[src/fpuPkg.sv]
package fpuPkg;

	localparam int fprWidth = 64;
	localparam int opWidth = 6;

	// anything but these opcodes acts as a nop
	localparam logic [opWidth-1:0] ucmdNop = 6'h00;
	localparam logic [opWidth-1:0] ucmdFldcx = 6'h14;
	localparam logic [opWidth-1:0] ucmdFstcx = 6'h15;

	// condition codes against SR.T
	localparam logic [1:0] ccAlways = 2'b00;
	localparam logic [1:0] ccNever = 2'b01;
	localparam logic [1:0] ccTrue = 2'b10;
	localparam logic [1:0] ccFalse = 2'b11;

	// execute status levels
	localparam logic [1:0] statusReady = 2'd0;
	localparam logic [1:0] statusOk = 2'd1;
	localparam logic [1:0] statusHold = 2'd2;

	// packed store sequencing
	localparam int holdBits = 2;
	localparam logic [holdBits-1:0] packedSteps = 2'd2;

	typedef struct packed {
		logic [1:0] cc;
		logic [opWidth-1:0] op;
		logic [7:0] ixt;	// sub-op in low bits
	} fpuCmd;

	typedef enum logic [3:0] {
		uopNone = 4'd0,
		uopMove = 4'd1,
		uopS2D = 4'd2,
		uopH2D = 4'd3,
		uopD2S = 4'd4,
		uopD2H = 4'd5,
		uopPackS = 4'd6
	} uopKind;

	typedef struct packed {
		uopKind kind;
		logic hiWord;	// high word of rs for single loads
		logic [fprWidth-1:0] rs;
		logic [fprWidth-1:0] rt;
	} fpuUop;

	typedef struct packed {
		logic sign;
		logic [10:0] exponent;
		logic [51:0] fraction;
	} fpDouble;

	typedef struct packed {
		logic sign;
		logic [7:0] exponent;
		logic [22:0] fraction;
	} fpSingle;

	typedef struct packed {
		logic sign;
		logic [4:0] exponent;
		logic [9:0] fraction;
	} fpHalf;

endpackage

[src/fpWiden.sv]
module fpWiden #(
	parameter type srcT = fpuPkg::fpSingle
) (
	input srcT src,
	output fpuPkg::fpDouble dst
);

	localparam int expBits = $bits(src.exponent);
	localparam int fracBits = $bits(src.fraction);
	localparam int dstExpBits = $bits(dst.exponent);
	localparam int dstFracBits = $bits(dst.fraction);
	localparam int srcBias = (1 << (expBits - 1)) - 1;
	localparam int dstBias = (1 << (dstExpBits - 1)) - 1;

	logic [dstExpBits-1:0] rebiased;
	logic [dstFracBits-1:0] fracAligned;

	// always fits since the double range covers the source range
	assign rebiased = dstExpBits'(src.exponent) + dstExpBits'(dstBias - srcBias);
	assign fracAligned = {src.fraction, {(dstFracBits - fracBits){1'b0}}};

	always_comb begin
		dst.sign = src.sign;
		if (src.exponent == '0) begin
			// zero and denormals collapse to signed zero
			dst.exponent = '0;
			dst.fraction = '0;
		end else if (&src.exponent) begin
			dst.exponent = '1;	// inf or nan
			dst.fraction = fracAligned;
		end else begin
			dst.exponent = rebiased;
			dst.fraction = fracAligned;
		end
	end

endmodule

[src/fpNarrow.sv]
module fpNarrow #(
	parameter type dstT = fpuPkg::fpSingle
) (
	input fpuPkg::fpDouble src,
	output dstT dst
);

	localparam int expBits = $bits(dst.exponent);
	localparam int fracBits = $bits(dst.fraction);
	localparam int srcExpBits = $bits(src.exponent);
	localparam int srcFracBits = $bits(src.fraction);
	localparam int wideBits = srcExpBits + 2;
	localparam int dstBias = (1 << (expBits - 1)) - 1;
	localparam int srcBias = (1 << (srcExpBits - 1)) - 1;
	localparam int expMax = (1 << expBits) - 1;
	localparam int expLow = srcBias - dstBias + 1;
	localparam int expHigh = srcBias - dstBias + expMax - 1;

	logic signed [wideBits-1:0] newExp;	// rebiased and possibly out of range
	logic [fracBits-1:0] fracTop;
	logic inRange;

	assign newExp = $signed({2'b00, src.exponent}) - wideBits'(srcBias - dstBias);
	assign fracTop = src.fraction[srcFracBits-1 -: fracBits];

	// source exponents that land on a finite normal result
	assign inRange = (src.exponent >= srcExpBits'(expLow))
		&& (src.exponent <= srcExpBits'(expHigh));

	always_comb begin
		dst.sign = src.sign;
		if (&src.exponent) begin
			dst.exponent = '1;
			dst.fraction = fracTop;
			// nan must stay nan after truncation
			if (src.fraction != '0)
				dst.fraction[fracBits-1] = 1'b1;
		end else if (newExp < 1) begin
			dst.exponent = '0;	// underflow flushes
			dst.fraction = '0;
		end else if (newExp >= expMax) begin
			dst.exponent = '1;	// overflow to inf
			dst.fraction = '0;
		end else begin
			dst.exponent = newExp[expBits-1:0];
			dst.fraction = fracTop;
		end

		assert (!(inRange && (&dst.exponent)))
			else $error("in-range double narrowed to inf/nan exponent");
	end

endmodule

[src/fpuDecode.sv]
module fpuDecode (
	input logic clock,
	input logic reset,
	input fpuPkg::fpuCmd cmd,
	input logic [fpuPkg::fprWidth-1:0] rs,
	input logic [fpuPkg::fprWidth-1:0] rt,
	input logic srT,
	input logic braFlush,
	input logic exHold,
	input logic busy,
	output fpuPkg::fpuUop uop
);

	fpuPkg::fpuCmd cmdL;
	logic [fpuPkg::fprWidth-1:0] rsL;
	logic [fpuPkg::fprWidth-1:0] rtL;
	logic srTL;
	logic flushL;
	logic enable;
	logic sample;
	fpuPkg::uopKind kind;

	assign sample = !exHold && !busy;

	always_ff @(posedge clock) begin
		if (reset) begin
			cmdL <= '{cc: fpuPkg::ccAlways, op: fpuPkg::ucmdNop, ixt: '0};
			srTL <= 1'b0;
			flushL <= 1'b0;
		end else if (sample) begin
			cmdL <= cmd;
			srTL <= srT;
			flushL <= braFlush;
		end
	end

	always_ff @(posedge clock) begin
		if (sample) begin
			rsL <= rs;
			rtL <= rt;
		end
	end

	always_comb begin
		case (cmdL.cc)
			fpuPkg::ccAlways: enable = 1'b1;
			fpuPkg::ccNever: enable = 1'b0;
			fpuPkg::ccTrue: enable = srTL;
			default: enable = !srTL;	// ccFalse
		endcase
		if (flushL)
			enable = 1'b0;
	end

	always_comb begin
		kind = fpuPkg::uopNone;
		if (enable) begin
			case (cmdL.op)
				fpuPkg::ucmdFldcx: begin
					// sub-op 8 is sub-op 0 with the high word selected
					case (cmdL.ixt[3:0])
						4'h0, 4'h8: kind = fpuPkg::uopS2D;
						4'h1: kind = fpuPkg::uopMove;
						4'h3: kind = fpuPkg::uopH2D;
						default: kind = fpuPkg::uopNone;
					endcase
				end
				fpuPkg::ucmdFstcx: begin
					case (cmdL.ixt[3:0])
						4'h0: kind = fpuPkg::uopD2S;
						4'h1: kind = fpuPkg::uopMove;
						4'h3: kind = fpuPkg::uopD2H;
						4'h8: kind = fpuPkg::uopPackS;
						default: kind = fpuPkg::uopNone;
					endcase
				end
				default: kind = fpuPkg::uopNone;
			endcase
		end
	end

	assign uop = '{kind: kind, hiWord: cmdL.ixt[3], rs: rsL, rt: rtL};

	// a command sampled with a flush never reaches execute
	assert property (@(posedge clock) disable iff (reset)
		(braFlush && sample) |=> (uop.kind == fpuPkg::uopNone))
		else $error("flushed command was not squashed");

endmodule

[src/fpuExecute.sv]
module fpuExecute (
	input logic clock,
	input logic reset,
	input fpuPkg::fpuUop uop,
	input logic exHold,
	output logic busy,
	output logic [fpuPkg::fprWidth-1:0] convValue
);

	logic [fpuPkg::holdBits-1:0] holdCount;
	fpuPkg::fpSingle singleIn;
	fpuPkg::fpHalf halfIn;
	fpuPkg::fpDouble s2dValue;
	fpuPkg::fpDouble h2dValue;
	fpuPkg::fpDouble narrowIn;
	fpuPkg::fpSingle narrowS;
	fpuPkg::fpHalf narrowH;
	fpuPkg::fpSingle partialS;	// rs half of a packed store

	assign singleIn = uop.hiWord ? uop.rs[63:32] : uop.rs[31:0];
	assign halfIn = uop.rs[15:0];

	fpWiden #(.srcT(fpuPkg::fpSingle)) singleWiden (
		.src(singleIn),
		.dst(s2dValue)
	);

	fpWiden #(.srcT(fpuPkg::fpHalf)) halfWiden (
		.src(halfIn),
		.dst(h2dValue)
	);

	// one single narrower shared by D2S and both packed steps
	assign narrowIn = (holdCount == '0) ? uop.rs : uop.rt;

	fpNarrow #(.dstT(fpuPkg::fpSingle)) singleNarrow (
		.src(narrowIn),
		.dst(narrowS)
	);

	fpNarrow #(.dstT(fpuPkg::fpHalf)) halfNarrow (
		.src(uop.rs),
		.dst(narrowH)
	);

	assign busy = (uop.kind == fpuPkg::uopPackS) && (holdCount < fpuPkg::packedSteps);

	always_ff @(posedge clock) begin
		if (reset)
			holdCount <= '0;
		else if (!exHold) begin
			if (busy)
				holdCount <= holdCount + 2'd1;
			else
				holdCount <= '0;	// ready for the next command
		end
	end

	always_ff @(posedge clock) begin
		if (!exHold && uop.kind == fpuPkg::uopPackS && holdCount == '0)
			partialS <= narrowS;
	end

	always_comb begin
		case (uop.kind)
			fpuPkg::uopMove: convValue = uop.rs;
			fpuPkg::uopS2D: convValue = s2dValue;
			fpuPkg::uopH2D: convValue = h2dValue;
			fpuPkg::uopD2S: convValue = fpuPkg::fprWidth'(narrowS);
			fpuPkg::uopD2H: convValue = fpuPkg::fprWidth'(narrowH);
			fpuPkg::uopPackS: convValue = {narrowS, partialS};	// rt high and rs low
			default: convValue = '0;
		endcase
	end

	assert property (@(posedge clock) disable iff (reset)
		holdCount <= fpuPkg::packedSteps)
		else $error("packed store counter overran");

endmodule

[src/fpuResult.sv]
module fpuResult (
	input fpuPkg::fpuUop uop,
	input logic busy,
	input logic [fpuPkg::fprWidth-1:0] convValue,
	output logic [fpuPkg::fprWidth-1:0] grn,
	output logic [1:0] outOk
);

	logic defined;

	assign defined = (uop.kind != fpuPkg::uopNone);

	// disabled or unknown commands return zero
	assign grn = defined ? convValue : '0;

	always_comb begin
		if (busy)
			outOk = fpuPkg::statusHold;
		else if (defined)
			outOk = fpuPkg::statusOk;
		else
			outOk = fpuPkg::statusReady;

		assert (outOk != fpuPkg::statusHold || uop.kind == fpuPkg::uopPackS)
			else $error("hold status without a packed store");
	end

endmodule

[src/fpuExOp.sv]
module fpuExOp (
	input logic clock,
	input logic reset,
	input fpuPkg::fpuCmd cmd,
	input logic [fpuPkg::fprWidth-1:0] rs,
	input logic [fpuPkg::fprWidth-1:0] rt,
	input logic srT,
	input logic braFlush,
	input logic exHold,
	output logic [fpuPkg::fprWidth-1:0] grn,
	output logic [1:0] outOk
);

	fpuPkg::fpuUop uop;
	logic busy;	// packed store in progress
	logic [fpuPkg::fprWidth-1:0] convValue;

	fpuDecode decode (
		.clock(clock),
		.reset(reset),
		.cmd(cmd),
		.rs(rs),
		.rt(rt),
		.srT(srT),
		.braFlush(braFlush),
		.exHold(exHold),
		.busy(busy),
		.uop(uop)
	);

	fpuExecute execute (
		.clock(clock),
		.reset(reset),
		.uop(uop),
		.exHold(exHold),
		.busy(busy),
		.convValue(convValue)
	);

	fpuResult result (
		.uop(uop),
		.busy(busy),
		.convValue(convValue),
		.grn(grn),
		.outOk(outOk)
	);

endmodule

[config.mk]
export PLATFORM = sky130hd
export DESIGN_NAME = fpuExOp
export DESIGN_NICKNAME = d
export VERILOG_FILES = /design/src/fpuPkg.sv /design/src/fpWiden.sv /design/src/fpNarrow.sv /design/src/fpuDecode.sv /design/src/fpuExecute.sv /design/src/fpuResult.sv /design/src/fpuExOp.sv
export SDC_FILE = /design/constraint.sdc
export NUM_CORES = 1
export LEC_CHECK = 0
export ABC_CLOCK_PERIOD_IN_PS = 9560
export BUFFER_PORTS_ARGS = -buffer_cell sky130_fd_sc_hd__buf_2
export CORE_MARGIN = 4
export CORE_UTILIZATION = 61
export CTS_CLUSTER_DIAMETER = 50
export DETAILED_ROUTE_END_ITERATION = 10
export PLACE_DENSITY = 0.82
export SETUP_SLACK_MARGIN = 0.15
export SLEW_MARGIN = 20
export SYNTH_ARGS = -nofsm -noshare
export SYNTH_HDL_FRONTEND = slang
export SYNTH_HIERARCHICAL = 1
export SYNTH_SLANG_ARGS = --single-unit
[constraint.sdc]
create_clock -name clock -period 9.56 [get_ports clock]
set_clock_uncertainty 0.15 [all_clocks]
set_input_delay 1.912 -clock clock [delete_from_list [all_inputs] [get_ports clock]]
set_output_delay 1.912 -clock clock [all_outputs]
set_load 0.05 [all_outputs]
**After elaboration in Yosys (flattened, before gate mapping)**

Index checks and enable logic that the tools add are counted.

- Flip-flop bits (word level): 176
- Input bits: 149
- Output and inout port bits: 66

- Add/sub/neg operators: 5
- Order comparisons: 5
- Equal/unequal tests: 13
- Muxes and demuxes: 25
- Reduce and logical (&&, ||, !) cells: 20

Operator list:

| operator | number |
|---|---|
| case mux 64 bit (6 select lines) | 1 |
| two-way mux 63 bit | 4 |
| two-way mux 64 bit | 2 |
| nonzero test 52 bit | 2 |
| two-way mux 31 bit | 3 |
| two-way mux 15 bit | 3 |
| two-way mux 32 bit | 1 |
| less-than comparator 12 x 2 -> 1 bit (second input constant) | 2 |
| subtractor 11 x 10 -> 12 bit (second input constant) | 2 |
| AND reduction 11 bit | 2 |
| equality test 4 x 2 -> 1 bit (second input constant) | 3 |
| equality test 4 x 3 -> 1 bit (second input constant) | 3 |
| equality test 6 x 5 -> 1 bit (second input constant) | 2 |
| greater-or-equal comparator 12 x 6 -> 1 bit (second input constant) | 1 |
| greater-or-equal comparator 12 x 9 -> 1 bit (second input constant) | 1 |
| case mux 3 bit (4 select lines) | 1 |
| adder 5 x 10 -> 11 bit (second input constant) | 1 |
| adder 8 x 10 -> 11 bit (second input constant) | 1 |
| equality test 4 x 1 -> 1 bit (second input constant) | 2 |
| logical NOT 8 bit | 1 |
| case mux 4 bit (2 select lines) | 1 |
| AND reduction 8 bit | 1 |
| case mux 2 bit (3 select lines) | 1 |
| logical NOT 5 bit | 1 |
| 16 further kinds | 26 |

**Longest topological paths before layout**

- Depth after elaboration: 9
- Gate-level depth with buffers: 16

**Hierarchy**

The synthesis kept the hierarchy.

By module, submodules not included:

| module | instances | cells each | area an instance (um^2) | sequential area each (um^2) |
|---|---|---|---|---|
| fpuDecode | 1 | 207 | 4511.8 | 4124.0 |
| fpuExecute | 1 | 467 | 4465.5 | 1001.0 |
| fpNarrow at execute.singleNarrow | 1 | 80 | 683.2 | 0.0 |
| fpWiden at execute.singleWiden | 1 | 73 | 553.0 | 0.0 |
| fpWiden at execute.halfWiden | 1 | 70 | 514.2 | 0.0 |
| fpuResult | 1 | 74 | 486.7 | 0.0 |
| fpNarrow at execute.halfNarrow | 1 | 61 | 447.9 | 0.0 |

**Worst setup path after synthesis**

Ideal clock, no wire load.

- Path kind: register -> output
- Start point: register execute/holdCount[1] (netlist bit)
- End point: output grn[12] (netlist bit)
- Arrival time: 3.995 ns
- Setup slack: 3.503 ns
- Cell stages (with the launch flop): 17
- Cells stage by stage: dfxtp_1 > inv_1 > ha_1 > clkbuf_1 > buf_2 > mux2_2 > ha_1 > or2_1 > o21ai_2 > a32oi_4 > o41a_4 > buf_12 > nor2b_4 > and3b_1 > o21ai_0 > o211ai_1 > nor2b_1

RTL lines:

| item | RTL line | RTL |
|---|---|---|
| start, declared | fpuExecute.sv:10 | `logic [fpuPkg::holdBits-1:0] holdCount;` |
| start signal, assigned | fpuExecute.sv:53 | `holdCount <= holdCount + 2'd1;` |
| end, declared | fpuExOp.sv:10 | `output logic [fpuPkg::fprWidth-1:0] grn,` |

==> qor.yml <==
final_max_slew_viol_count: 0
die_y_um: 146
firstDrtPassIters: 6
synth_compound_area_frac: 0.153
yosys.area.top_type: "edfxtp_1"
num-nets-final: 1327
cts_tree: "done"
place_area_mm2: 0.0122
via_per_inst: 6.24
post-route-period-util: 0.720
async_reset_ff_frac: 0
die_width_um: 146
grt_overflow: 0
p_leak_uw: 0.00479
grt_pass1_wl_mm: 48.9
clk_pin_slew_ns: 0.07
start_util: 0.621
cts_max_level: 4
vias: 8865
clk_latency_ns: 0.43
ant_nets: 0
syn_avg_cell_area_um2: 11.3
synth-simple-area-share: 0.188
ys_ff_latch: 176
synth_top_family_by_area: "simple AND/OR/NAND/NOR gates"
cts_sinks: 176
io_pins: 215
yosys.area.top_type_share: 0.412
cts_resized: 0
antenna_cells: 0
cts_buffer_depth: 2
rsz0062_at_grt: "no"
cts_made_buffers: 17
hp-class: "reg -> reg"
max_freq_mhz: 145
io_buffers: 210
grt_pass1_vias: 8387
drcViolationCount: 0
placementRows: 50
synth_area_leaders: "edfxtp_1 (41%), mux2_2 (9.5%), buf_4 (5.6%)"
cp.arrival_ns: 4.82
powerDensity_mw_per_mm2: 146
route.detailed.wl_per_inst_um: 23.1
yosys-top-cells-count: "edfxtp_1 (160), mux2_2 (98), buf_4 (87)"
worst_pin_slew_ns: 0.886
synth_fa_ha_area_frac: 0.00536
antenna_found_initial: 0
synthMuxAreaShare: 0.108
start_kind: "flop"
hold_viol: 0
drive_above_1_share: 0.370
area_growth_pct: 9.93
worst-endpoint-required_ns: 7.50
place_congestion: 0.983
synth-xor-area-share: 0.000751
peakVddDrop_uv: 132
coreArea_mm2: 0.0188
fin_area_mm2: 0.0128
tns_ns: 0
yosys_warnings: 6
fin_crit_ns: 6.89
critical_path_class: "reg -> out"
synth_edf_count: 160
yosysSeqAreaShare: 0.439
maxCapViolations: 0
post_cts_buffers: 0
synth_most_common_cell: "edfxtp_1"
status: "completed"
maxSlewHeadroom: 0.408
cts_hold_repair.buffers: 0
grt_use_total: 0.298
hpwlAfterDp_mm: 23.5
cp-end-kind: "output port"
synth.distinct_cells: 78
setup_viol: 0
dieArea_mm2: 0.0214
ys.flop_type: "edfxtp_1"
synthCells: 1032
netlist_area_mm2: 0.0117
drtIter0Drc: 949
wl_mm: 32.7
grt_max_degree: 89
cts_root_buf: "clkbuf_16"
crit_fanout: 53
==> state kept, by name (all words and copies together), names as in the netlist <==
signal / cells
decode/rsL: 64
decode/rtL: 64
execute/partialS: 32
decode/cmdL: 11
execute/holdCount: 2
decode/flushL: 1
decode/srTL: 1
decode/uop: 1
==> kinds of logic after synthesis <==
family / count (synthesis)
buf+inv: 177
fa+ha+maj: 5
xor+xnor: 1
simple gates: 316
mux: 114
other cells: 3
flops: 176
compound gates: 240
==> per-stage QoR <==
stage / util / power (µW) / worst slack, ns / cells / hold slack [ns]
detailed placement: 0.651 / 1160 / 3.23 / 1388 / 0.297
floorplan: - / 1100 / 3.50 / 1101 / 0.276
global route: 0.683 / 1920 / 2.47 / 1420 / 0.329
finish: 0.683 / 1870 / 2.67 / 1420 / 0.308
CTS: 0.683 / 1870 / 2.74 / 1420 / 0.307
global placement: 0.651 / 1150 / 3.33 / 1388 / 0.290
==> layer usage <==
layer,GRT usage,part of all wire,wire length (µm)
met1,0.412,0.40,13100
met2,0.450,0.44,14500
met3,0.0863,0.12,3920
met4,0.109,0.036,1170
met5,0,0,0
==> worst paths after layout <==
path	startpoint	endpoint	slack [ns]	cells after the start
worst max-delay path	execute/holdCount[1]	grn[22]	2.67	12
worst min-delay path	decode/cmdL[2]	decode/cmdL[2]	0.31	2
worst max register to register	decode/uop[128]	decode/rsL[47]	4.69	10
worst min register to register	decode/cmdL[2]	decode/cmdL[2]	0.31	2
==> placed cells by master, fill, tap and decap left out, drive strengths merged, types with 3 or more instances in the layout <==
cell    synthesis  routed
nor4b           4       4
a21boi         10      10
nand4           9       9
edfxtp        160     160
and3            4       4
inv             7      15
and3b          24      24
nand3           5       5
nand3b          4       4
a221o          16      16
and2           34      34
conb            3      72
nor3           24      24
o21ai          46      46
nand2b          8       8
nor2           24      24
dfxtp          16      16
clkinv          1       3
ha              5       5
o211ai         14      14
mux2i          16      16
a22o           16      16
nor2b          92      92
o21a            6       6
mux2           98      98
buf           138     222
nor4           32      32
nand2          37      37
a21oi          29      29
or2             3       3
a32oi           6       6
a22oi          82      82
o221ai          3       3
and4            3       3
clkbuf         30      18
==> critical path, cell delays in order (launching register included) <==
cell       delay, ns
dfxtp_1         0.33
inv_1           0.10
ha_2            0.39
buf_4           0.63
mux2_2          0.40
nor4_1          0.43
nand4_1         0.21
nor4_1          0.71
o2bb2ai_1       0.24
a22o_1          0.26
a221o_1         0.30
nor2b_1         0.13
buf_2           0.22
==> power by group <==
part / total (µW) / leakage [µW] / switching, µW / internal [µW]
logic: 198 / 0.00287 / 105 / 92.9
registers: 954 / 0.00164 / 60.1 / 894
clock network: 720 / 0.000285 / 325 / 395
==> cell type report <==
type	count	area, µm²
multi-input cells	748	5630
well taps	234	293
flip-flops and latches	176	5120
clock inverters	14	168
fillers	1415	5950
clock buffers	18	429
inverters	8	35.0
repair buffers	222	1140
Note: power is estimated with default switching activity, not from simulation.
